File: src/hdl/ecc_pkg.sv
// Shared widths, depths and request/response types for the four-lane Hamming(7,4) codec
`default_nettype none

package ecc_pkg;

    // Lane geometry
    localparam int N_LANES = 4;
    localparam int DATA_W = 4;
    localparam int CW_W = 7;
    localparam int PAD_W = N_LANES * (CW_W - DATA_W);

    // Buffering and flow control
    localparam int FIFO_DEPTH = 4;
    localparam int SINK_CREDITS = 2;
    localparam int LANE_LAT = 4;

    // Counter and pointer widths
    localparam int CREDIT_W = $clog2(FIFO_DEPTH + 1);
    localparam int FIFO_AW = $clog2(FIFO_DEPTH);
    localparam int SINK_W = $clog2(SINK_CREDITS + 1);

    typedef enum logic {
        MODE_DECODE = 1'b0,
        MODE_ENCODE = 1'b1
    } ecc_mode_e;

    // Plain data view, lane 0 in the low nibble
    typedef struct packed {
        logic [PAD_W-1:0]                pad;
        logic [N_LANES-1:0][DATA_W-1:0]  data;
    } ecc_plain_t;

    // Codewords or plain data, chosen by the mode
    typedef union packed {
        logic [N_LANES-1:0][CW_W-1:0]  cw;
        ecc_plain_t                    plain;
    } ecc_payload_u;

    typedef struct packed {
        ecc_mode_e     mode;
        ecc_payload_u  payload;
    } ecc_req_t;

    typedef struct packed {
        ecc_mode_e           mode;
        ecc_payload_u        payload;
        logic [N_LANES-1:0]  err_mask;
    } ecc_rsp_t;

    typedef struct packed {
        logic             valid;
        ecc_mode_e        mode;
        logic [CW_W-1:0]  word;
    } lane_in_t;

    typedef struct packed {
        logic             valid;
        ecc_mode_e        mode;
        logic [CW_W-1:0]  word;
        logic             err;
    } lane_out_t;

endpackage

`default_nettype wire

File: src/hdl/ecc_codec_top.sv
// Top of the four-lane Hamming(7,4) codec, dispatcher feeding parallel lanes into the collector
`timescale 1ns/1ps
`default_nettype none

module ecc_codec_top (
    input  wire logic               t_clk,
    input  wire logic               t_rst,
    input  wire logic               i_req_valid,
    input  wire ecc_pkg::ecc_req_t  i_req,
    input  wire logic               i_rsp_credit,
    output logic                    o_in_credit,
    output logic                    o_rsp_valid,
    output ecc_pkg::ecc_rsp_t       o_rsp
);
    import ecc_pkg::*;

    lane_in_t [N_LANES-1:0]   lane_in;
    lane_out_t [N_LANES-1:0]  lane_out;
    logic                     pop;

    ecc_dispatch u_dispatch (
        .t_clk       (t_clk),
        .t_rst       (t_rst),
        .i_req_valid (i_req_valid),
        .i_req       (i_req),
        .i_pop       (pop),
        .o_in_credit (o_in_credit),
        .o_lane_in   (lane_in)
    );

    for (genvar g = 0; g < N_LANES; g++) begin : g_lane
        ecc_lane u_lane (
            .t_clk (t_clk),
            .t_rst (t_rst),
            .i_in  (lane_in[g]),
            .o_out (lane_out[g])
        );
    end

    ecc_collect u_collect (
        .t_clk        (t_clk),
        .t_rst        (t_rst),
        .i_lane_out   (lane_out),
        .i_rsp_credit (i_rsp_credit),
        .o_rsp_valid  (o_rsp_valid),
        .o_rsp        (o_rsp),
        .o_pop        (pop)
    );

endmodule

`default_nettype wire

File: src/hdl/ecc_collect.sv
// Response side of the codec, gathers lane results into a FIFO and releases them on sink credit
`timescale 1ns/1ps
`default_nettype none

module ecc_collect (
    input  wire logic                                    t_clk,
    input  wire logic                                    t_rst,
    input  wire ecc_pkg::lane_out_t [ecc_pkg::N_LANES-1:0] i_lane_out,
    input  wire logic                                    i_rsp_credit,
    output logic                                         o_rsp_valid,
    output ecc_pkg::ecc_rsp_t                            o_rsp,
    output logic                                         o_pop
);
    import ecc_pkg::*;

    logic [N_LANES-1:0]   lane_valid;
    ecc_rsp_t             rsp_in;
    logic                 wr_en;
    logic                 pop;
    logic                 fifo_full;

    ecc_rsp_t             mem [FIFO_DEPTH];
    logic [FIFO_AW-1:0]   wr_ptr;
    logic [FIFO_AW-1:0]   rd_ptr;
    logic [CREDIT_W-1:0]  count;
    logic [SINK_W-1:0]    sink_cnt;

    // Reassemble the four lanes into one response
    always_comb begin
        rsp_in.mode = i_lane_out[0].mode;
        rsp_in.payload = '0;
        rsp_in.err_mask = '0;
        for (int i = 0; i < N_LANES; i++) begin
            lane_valid[i] = i_lane_out[i].valid;
            rsp_in.err_mask[i] = i_lane_out[i].err;
            if (rsp_in.mode == MODE_ENCODE) begin
                rsp_in.payload.cw[i] = i_lane_out[i].word;
            end else begin
                rsp_in.payload.plain.data[i] = i_lane_out[i].word[DATA_W-1:0];
            end
        end
    end

    assign wr_en = lane_valid[0];
    assign fifo_full = (count == CREDIT_W'(FIFO_DEPTH));

    // Release the head once the sink has room
    assign pop = (count != '0) && (sink_cnt != '0);

    always_ff @(posedge t_clk) begin
        if (wr_en) begin
            mem[wr_ptr] <= rsp_in;
        end
    end

    always_ff @(posedge t_clk or posedge t_rst) begin
        if (t_rst) begin
            wr_ptr <= '0;
            rd_ptr <= '0;
            count <= '0;
            sink_cnt <= SINK_W'(SINK_CREDITS);
        end else begin
            if (wr_en) begin
                wr_ptr <= wr_ptr + 1'b1;
            end
            if (pop) begin
                rd_ptr <= rd_ptr + 1'b1;
            end
            case ({wr_en, pop})
                2'b10:   count <= count + 1'b1;
                2'b01:   count <= count - 1'b1;
                default: count <= count;
            endcase
            case ({i_rsp_credit, pop})
                2'b10:   sink_cnt <= sink_cnt + 1'b1;
                2'b01:   sink_cnt <= sink_cnt - 1'b1;
                default: sink_cnt <= sink_cnt;
            endcase
        end
    end

    assign o_rsp_valid = pop;
    assign o_rsp = pop ? mem[rd_ptr] : '0;
    assign o_pop = pop;

    // Lanes run in lockstep
    a_lanes_agree: assert property (
        @(posedge t_clk) disable iff (t_rst)
        (lane_valid == '0) || (lane_valid == '1)
    );

    // Upstream credits bound the occupancy
    a_no_write_full: assert property (
        @(posedge t_clk) disable iff (t_rst)
        wr_en |-> !fifo_full
    );

    // Sink returns no more credits than it was given
    a_sink_bound: assert property (
        @(posedge t_clk) disable iff (t_rst)
        sink_cnt <= SINK_W'(SINK_CREDITS)
    );

endmodule

`default_nettype wire

File: src/hdl/ecc_dispatch.sv
// Request side of the codec, grants upstream credits and slices requests into lane words
`timescale 1ns/1ps
`default_nettype none

module ecc_dispatch (
    input  wire logic                                    t_clk,
    input  wire logic                                    t_rst,
    input  wire logic                                    i_req_valid,
    input  wire ecc_pkg::ecc_req_t                       i_req,
    input  wire logic                                    i_pop,
    output logic                                         o_in_credit,
    output ecc_pkg::lane_in_t [ecc_pkg::N_LANES-1:0]     o_lane_in
);
    import ecc_pkg::*;

    logic [CREDIT_W-1:0]  init_cnt;
    logic                 grant_init;
    logic [CREDIT_W-1:0]  cred_cnt;
    logic                 req_valid_q;
    ecc_req_t             req_q;

    // One credit per FIFO entry right after reset
    assign grant_init = (init_cnt < CREDIT_W'(FIFO_DEPTH));

    always_ff @(posedge t_clk or posedge t_rst) begin
        if (t_rst) begin
            init_cnt <= '0;
            o_in_credit <= 1'b0;
            req_valid_q <= 1'b0;
        end else begin
            if (grant_init) begin
                init_cnt <= init_cnt + 1'b1;
            end
            // A freed FIFO entry becomes a credit the next cycle
            o_in_credit <= grant_init || i_pop;
            req_valid_q <= i_req_valid;
        end
    end

    always_ff @(posedge t_clk) begin
        req_q <= i_req;
    end

    // Credits currently held by the sender
    always_ff @(posedge t_clk or posedge t_rst) begin
        if (t_rst) begin
            cred_cnt <= '0;
        end else begin
            case ({o_in_credit, i_req_valid})
                2'b10:   cred_cnt <= cred_cnt + 1'b1;
                2'b01:   cred_cnt <= cred_cnt - 1'b1;
                default: cred_cnt <= cred_cnt;
            endcase
        end
    end

    always_comb begin
        for (int i = 0; i < N_LANES; i++) begin
            o_lane_in[i].valid = req_valid_q;
            o_lane_in[i].mode = req_q.mode;
            if (req_q.mode == MODE_ENCODE) begin
                o_lane_in[i].word = {{(CW_W - DATA_W){1'b0}}, req_q.payload.plain.data[i]};
            end else begin
                o_lane_in[i].word = req_q.payload.cw[i];
            end
        end
    end

    // Sender must hold a credit for every request
    a_req_has_credit: assert property (
        @(posedge t_clk) disable iff (t_rst)
        i_req_valid |-> (cred_cnt != '0)
    );

endmodule

`default_nettype wire

File: src/hdl/ecc_lane.sv
// Pipelined Hamming(7,4) lane instantiated once per nibble by the codec top to encode or decode
`timescale 1ns/1ps
`default_nettype none

module ecc_lane (
    input  wire logic               t_clk,
    input  wire logic               t_rst,
    input  wire ecc_pkg::lane_in_t  i_in,
    output ecc_pkg::lane_out_t      o_out
);
    import ecc_pkg::*;

    // Stage 1
    logic             s1_valid;
    ecc_mode_e        s1_mode;
    logic [CW_W-1:0]  s1_word;

    // Stage 2
    logic             s2_valid;
    ecc_mode_e        s2_mode;
    logic [CW_W-1:0]  s2_word;
    logic [2:0]       s2_par;
    logic [2:0]       s2_part;

    // Stage 3 inputs
    logic [2:0]       syndrome;
    logic [CW_W-1:0]  flip;
    logic [CW_W-1:0]  fixed;

    // Stage 3
    logic               s3_valid;
    ecc_mode_e          s3_mode;
    logic [CW_W-1:0]    s3_cw;
    logic [DATA_W-1:0]  s3_data;
    logic               s3_err;

    // Output stage
    logic             out_valid;
    ecc_mode_e        out_mode;
    logic [CW_W-1:0]  out_word;
    logic             out_err;

    always_ff @(posedge t_clk or posedge t_rst) begin
        if (t_rst) begin
            s1_valid <= 1'b0;
            s1_mode <= MODE_DECODE;
            s2_valid <= 1'b0;
            s2_mode <= MODE_DECODE;
            s3_valid <= 1'b0;
            s3_mode <= MODE_DECODE;
            out_valid <= 1'b0;
            out_mode <= MODE_DECODE;
        end else begin
            s1_valid <= i_in.valid;
            s1_mode <= i_in.mode;
            s2_valid <= s1_valid;
            s2_mode <= s1_mode;
            s3_valid <= s2_valid;
            s3_mode <= s2_mode;
            out_valid <= s3_valid;
            out_mode <= s3_mode;
        end
    end

    always_ff @(posedge t_clk) begin
        s1_word <= i_in.word;

        // Parity over the data nibble for encode
        s2_word <= s1_word;
        s2_par[0] <= s1_word[0] ^ s1_word[1] ^ s1_word[3];
        s2_par[1] <= s1_word[0] ^ s1_word[2] ^ s1_word[3];
        s2_par[2] <= s1_word[1] ^ s1_word[2] ^ s1_word[3];

        // First half of the syndrome for decode
        s2_part[0] <= s1_word[0] ^ s1_word[2];
        s2_part[1] <= s1_word[1] ^ s1_word[2];
        s2_part[2] <= s1_word[3] ^ s1_word[4];
    end

    // Finish the syndrome and flip the bit it points at
    always_comb begin
        syndrome[0] = s2_part[0] ^ s2_word[4] ^ s2_word[6];
        syndrome[1] = s2_part[1] ^ s2_word[5] ^ s2_word[6];
        syndrome[2] = s2_part[2] ^ s2_word[5] ^ s2_word[6];
        flip = '0;
        if (syndrome != 3'd0) begin
            flip[syndrome - 3'd1] = 1'b1;
        end
        fixed = s2_word ^ flip;
    end

    always_ff @(posedge t_clk) begin
        // Positions 1, 2 and 4 carry parity
        s3_cw <= {s2_word[3], s2_word[2], s2_word[1], s2_par[2],
                  s2_word[0], s2_par[1], s2_par[0]};
        s3_data <= {fixed[6], fixed[5], fixed[4], fixed[2]};
        s3_err <= (s2_mode == MODE_DECODE) && (syndrome != 3'd0);

        if (s3_mode == MODE_ENCODE) begin
            out_word <= s3_cw;
        end else begin
            out_word <= {{(CW_W - DATA_W){1'b0}}, s3_data};
        end
        out_err <= s3_err;
    end

    assign o_out = '{valid: out_valid, mode: out_mode, word: out_word, err: out_err};

    // Error flag stays aligned with the mode through the stages
    a_no_err_encode: assert property (
        @(posedge t_clk) disable iff (t_rst)
        (o_out.valid && o_out.mode == MODE_ENCODE) |-> !o_out.err
    );

endmodule

`default_nettype wire

File: config.mk
export PLATFORM = sky130hd
export DESIGN_NAME = ecc_codec_top
export DESIGN_NICKNAME = d
export VERILOG_FILES = /design/src/hdl/ecc_pkg.sv /design/src/hdl/ecc_codec_top.sv /design/src/hdl/ecc_collect.sv /design/src/hdl/ecc_dispatch.sv /design/src/hdl/ecc_lane.sv
export SDC_FILE = /design/constraint.sdc
export NUM_CORES = 1
export LEC_CHECK = 0
export BUFFER_PORTS_ARGS = -buffer_cell sky130_fd_sc_hd__buf_4
export CAP_MARGIN = 5
export CORE_MARGIN = 1.5
export CORE_UTILIZATION = 30
export DETAILED_ROUTE_END_ITERATION = 6
export PLACE_DENSITY_LB_ADDON = 0.05
export SLEW_MARGIN = 20
export SYNTH_ARGS = -nofsm -noshare
export SYNTH_HDL_FRONTEND = slang
export SYNTH_SLANG_ARGS = --single-unit
File: constraint.sdc
create_clock -name t_clk -period 2.4 [get_ports t_clk]
set_clock_uncertainty 0.2 [all_clocks]
set_input_delay 0.24 -clock t_clk [delete_from_list [all_inputs] [get_ports t_clk]]
set_output_delay 0.24 -clock t_clk [all_outputs]
set_load 0.1 [all_outputs]
Yosys cells after proc, flatten, opt, wreduce, memory -nomap -nowiden
Memory sizes are Yosys's and may differ from the RTL's.
Cells that the tools add are included.

word-level totals
  bits in registers = 211
  bits in writable memories = 132
  bits of input ports = 33
  output and inout port bits = 35
  word-level logic and storage cells = 191
  memories = 1

memory list
  name           words  bits a word  rd ports  clocked after memory_dff  write ports  RTL line           text
  u_collect.mem  4      33           1         0                         1            ecc_collect.sv:22  ecc_rsp_t mem [FIFO_DEPTH];

cells by class
  add/subtract/negate cells = 11
  magnitude comparators = 9
  equality and inequality tests = 4
  mux-type cells = 30
  bitwise operators = 57
  reduce and logical (&&, ||, !) cells = 18

operators by type and width
  operator                                                                              number
  1-bit XOR                                                                             52
  7-bit two-way mux                                                                     6
  4-bit two-way mux                                                                     9
  33-bit two-way mux                                                                    1
  7-bit XOR                                                                             4
  3-bit by 4-bit less-than comparator with 1-bit output (second input constant)         4
  3-bit nonzero test                                                                    5
  3-bit by 1-bit subtractor with 3-bit output (second input constant)                   5
  1-bit demux with 3-bit select                                                         4
  3-bit by 1-bit greater-or-equal comparator with 1-bit output (second input constant)  4
  1-bit logical AND                                                                     9
  1-bit two-way mux                                                                     7
  2-bit by 1-bit adder with 2-bit output (second input constant)                        3
  3-bit by 1-bit adder with 3-bit output (second input constant)                        2
  3-bit case mux with 2 select lines                                                    1
  2-bit nonzero test                                                                    3
  2-bit by 1-bit equality test with 1-bit output (second input constant)                2
  2-bit equality test (second input constant)                                           2
  2-bit case mux with 2 select lines                                                    1
  3-bit less-than comparator (second input constant)                                    1
  3-bit two-way mux                                                                     1
  2-bit by 1-bit subtractor with 2-bit output (second input constant)                   1
  1-bit logical OR                                                                      1
  1-bit NOT                                                                             1

Depth between registers and ports, before layout
  depth in word-level cells = 9
  depth in mapped cells = 9
  mapped depth without buffers = 8

Hierarchy
Synthesis repeated with hierarchy kept, for this count alone.

second synthesis, totals
  cell total of the unflattened synthesis = 697
  area, all modules = 12,132.9 sq um

by module, submodules not included
  module        times used  cells an instance  area each (sq um)  seq. area each (sq um)
  ecc_collect   1           278                5,749.3            4,190.3
  ecc_lane      4           85                 1,315.0            1,001.0
  ecc_dispatch  1           79                 1,123.6            705.7

Worst setup path after synthesis
No wires, ideal clock.

  kind = reg2reg
  start = register u_collect.sink_cnt[1]
  end = register u_collect.count[2]
  arrival = 2.919 ns
  data required time = 2.121 ns
  setup slack = -0.799 ns
  cell stages (with the launch flop) = 10
  buffers on the path = 1
  period minus slack after synthesis = 3.199 ns
  cell sequence = dfstp_2 o32ai_2 inv_1 clkbuf_1 ha_1 inv_1 fa_1 xor2_1 nor2_1 xor2_1

on the way
  longest elaborated chain between the ends = 4
  elaborated cells between the ends (all ways) = 6
  those cells by class = eq/ne (2); mux (1); reduce/logical (3)

RTL lines
  item                                                                                          RTL line             text
  start: declaration                                                                            ecc_collect.sv:26    logic [SINK_W-1:0] sink_cnt;
  start signal: assignment                                                                      ecc_collect.sv:61    sink_cnt <= SINK_W'(SINK_CREDITS);
  start signal: assignment                                                                      ecc_collect.sv:75    2'b10: sink_cnt <= sink_cnt + 1'b1;
  start signal: assignment                                                                      ecc_collect.sv:76    2'b01: sink_cnt <= sink_cnt - 1'b1;
  2-bit nonzero test *                                                                          ecc_collect.sv:48    assign pop = (count != '0) && (sink_cnt != '0);
  1-bit logical AND *                                                                           ecc_collect.sv:48
  named net o_rsp_valid                                                                         ecc_codec_top.sv:12  output logic o_rsp_valid,
  2-bit by 1-bit equality test with 1-bit output / 2-bit equality test (equally long branches)  ecc_collect.sv:69    case ({wr_en, pop})
  3-bit case mux with 2 select lines / 2-bit nonzero test (equally long branches)               -
  end signal: assignment                                                                        ecc_collect.sv:70    2'b10: count <= count + 1'b1;
  end signal: assignment                                                                        ecc_collect.sv:71    2'b01: count <= count - 1'b1;
  end signal: assignment                                                                        ecc_collect.sv:72    default: count <= count;
  end: declaration                                                                              ecc_collect.sv:25    logic [CREDIT_W-1:0] count;

The timed path passes the listed nets; every way through them passes the cells marked *.
A chain may end at the register's enable or synchronous reset.

==> impl_metrics.yaml <==
worst_setup_path:
  cp.arrival_ns: 2.06
  cp.required_ns: 1.96
  slowest_stage: "mux4_2"
  startpoint: "u_collect.rd_ptr[0]"
  slowest_delay_ns: 0.52
  path_max_fanout: 6
  path_delay_family: "multiplexers"
  path_buf_inv: 3
  worst_setup_path_start_kind: "register"
  setup.worst_path.class: "reg2out"
  r2r-start: "g_lane[0].u_lane.s2_part[0]"
  crit_path_end_kind: "primary output"
  crit_top_cell: "buf_12"
  cp_cell_sequence: "buf_6, buf_12, mux4_2, and2_4, buf_12"
  r2r_setup_slack_ns: 0.21
floorplanning:
  io_pins: 68
  core-area_mm2: 0.0368
  start_util: 0.306
  num_rows: 70
  die_area_mm2: 0.0386
  die_y_um: 197
  die_x_um: 197
detailed_routing:
  wire_per_inst_um: 15.7
  routed.top_layer: "met4"
  met3_length_um: 793
  drtPass1Iterations: 4
  drc: 0
  via_count: 5307
  wl_met2_mm: 9.53
  ant_nets: 0
  wl_mm: 20.3
  drtIter0Drc: 157
  viasPerCell: 4.11
  wl_met1_mm: 9.52
layout:
  drive_above_1_share: 0.330
  fin_area_mm2: 0.0147
  fill_cells: 3398
  multi_input_area_mm2: 0.00290
  area.sequential_mm2: 0.00830
  diodes: 0
  fin_nets: 844
  fin_util: 0.399
  syn_to_final_growth_pct: 30.5
logic_synthesis:
  ys_ff_latch: 343
  yosysTopAreaCell: "edfxtp_1"
  ys.flop_type: "dfxtp_1"
  synth.area.mux_share: 0.107
  synth.avg_cell_area_um2: 17.2
  synth-simple-area-share: 0.0567
  ys_seq_area_frac: 0.738
  synth_top_area_share: 0.353
  synth-xor-area-share: 0.0606
  netlist_top_cells_count: "189 x dfxtp_1, 132 x edfxtp_1, 61 x and2_1, 41 x mux2_2, 40 x xnor2_1"
  synth_fa_ha_area_frac: 0.0185
  synth_cells: 652
  synth_top_family_by_area: "multiplexers"
  syn_nets: 701
  synth_compound_area_frac: 0.00757
  ys_top_cells_by_area: "edfxtp_1 35%, dfxtp_1 34%, mux4_2 6.6%"
  yosysWarnings: 0
  yosysMostFrequentCell: "dfxtp_1"
  async_flop_share: 0.0641
  synth_area_mm2: 0.0112
  yosys.cell_types.count: 29
  synth_edf_count: 132
timing:
  post-route-period-util: 1.04
  setup_ws_ns: -0.0968
  rsz0062_at_grt: "yes"
  slew_viol_final: 0
  timing.slew.headroom: 0.521
  tightest_slew_ns: 0.718
  fmax_ghz: 0.401
  setup_viol: 30
  min_period_ns: 2.50
  finalHoldViolCount: 0
clocking:
  cts_buffers: 38
  clkLatencyLatePin_ns: 0.51
  clockBufferDepth: 3
  cts.clk_slew.worst_paths_ns: 0.06
  clockRootBuffer: "clkbuf_16"
  cts.sinks: 343
  tritoncts: "yes"
  cts-htree-levels: 2
min_path:
  hp-class: "reg2reg"
  worstHoldStart: "g_lane[0].u_lane.s2_par[2]"
placement:
  dpl-instance-area_mm2: 0.0124
  hpwl_mm: 12.8
  io_buffers: 67
  place_congestion: 0.698
grt:
  grt_max_degree: 37
  grt_first_pass_wirelength_mm: 32.6
  grt_pass1_vias: 5846
  grt.overflow.total: 0
  antenna_found_initial: 0
  grtUsageTotal: 0.110
status:
  violations: "setup timing"
  status: "complete, but fails checks"
job:
  drv_cap: 0
-- routing by layer --
metal / track usage / vias to the layer above
met3: 0.0245 / 35
li1: - / 2587
met2: 0.182 / 99
met1: 0.143 / 2586
met5: 0 / -
met4: 0.0353 / 0
-- per-stage QoR --
stage               hold slack (ns)  worst slack (ns)  TNS (ns)  instances
finish                        0.123           -0.0968     -2.10       1291
global route                  0.124            -0.171     -4.23       1291
CTS                           0.124            -0.164     -4.37       1290
detailed placement            0.112             0.139         0       1184
global placement              0.106             0.186         0       1184
floorplan                    0.0285            0.0605         0        652
-- cells by family (layout without fill, tap and decap cells) --
group,count (synthesis),in the layout
AOI/OAI and AO/OA,14,14
xor gates and xnor gates,71,71
and+or+nand+nor,105,105
DFF,343,343
adders and majority gates,16,16
buffers and inverters,29,200
muxes,74,74
-- registers in the layout, indices dropped and copies added (netlist names), 2 cells and up --
register	count
u_collect.sink_cnt	2
g_lane.u_lane.s1_word	28
g_lane.u_lane.out_err	4
g_lane.u_lane.s3_data	16
g_lane.u_lane.s3_cw	28
u_dispatch.init_cnt	3
g_lane.u_lane.s2_par	12
u_collect.mem	132
u_dispatch.req_q	28
u_collect.rd_ptr	2
g_lane.u_lane.s3_err	4
g_lane.u_lane.out_word	28
g_lane.u_lane.s2_part	12
g_lane.u_lane.s2_word	28
u_collect.wr_ptr	2
u_collect.count	3
-- cells in the final DEF (no fill, tap or decap), types with 2 or more instances in the layout --
cell | Yosys | final
dfxtp_1 | 189 | 189
clkinvlp_4 | 0 | 3
mux4_2 | 33 | 33
xnor2_1 | 40 | 40
ha_1 | 15 | 15
clkinv_2 | 0 | 7
dlygate4sd3_1 | 0 | 32
xnor3_2 | 3 | 3
clkbuf_1 | 12 | 6
nor2_1 | 14 | 14
a21oi_1 | 8 | 8
edfxtp_1 | 132 | 132
clkbuf_16 | 0 | 39
mux2_2 | 41 | 41
dfrtp_1 | 21 | 20
xor2_1 | 27 | 27
buf_12 | 0 | 43
clkbuf_8 | 0 | 7
nor4b_2 | 4 | 4
bufinv_16 | 0 | 4
inv_6 | 0 | 2
and2_4 | 0 | 33
nor3_1 | 4 | 4
inv_1 | 9 | 9
nand3_1 | 3 | 3
a31oi_1 | 3 | 3
o21ai_0 | 2 | 2
and2_1 | 61 | 28
nor2b_1 | 12 | 12
buf_6 | 0 | 5
buf_4 | 3 | 43
nand2_1 | 5 | 5
-- repair_timing --
action,CTS,global route
resized for setup,144,6
cloned,1,0
hold endpoints to repair,53,0
setup buffers,5,3
hold buffers,32,0
endpoints found under the setup margin,34,34
-- final timing paths --
path | end | cells after the start
max | o_rsp[13] | 5
min | g_lane[0].u_lane.s3_cw[3] | 0
max reg2reg | g_lane[0].u_lane.s3_data[2] | 6
min reg2reg | g_lane[0].u_lane.s3_cw[3] | 0
max in group asynchronous | u_collect.sink_cnt[1] | 4
min in group asynchronous | g_lane[0].u_lane.out_valid | 4
-- final cells by class --
type,count,area share
tap,468,0.0399
inverter,9,0.00230
sequential,343,0.566
timing repair buffer,123,0.106
multi-input combinational,280,0.198
clock inverter,16,0.0133
clock buffer,52,0.0746
Power is left out: the tool's default activity adds up to more than one toggle a clock period on the data nets, which glitch-free logic cannot reach.
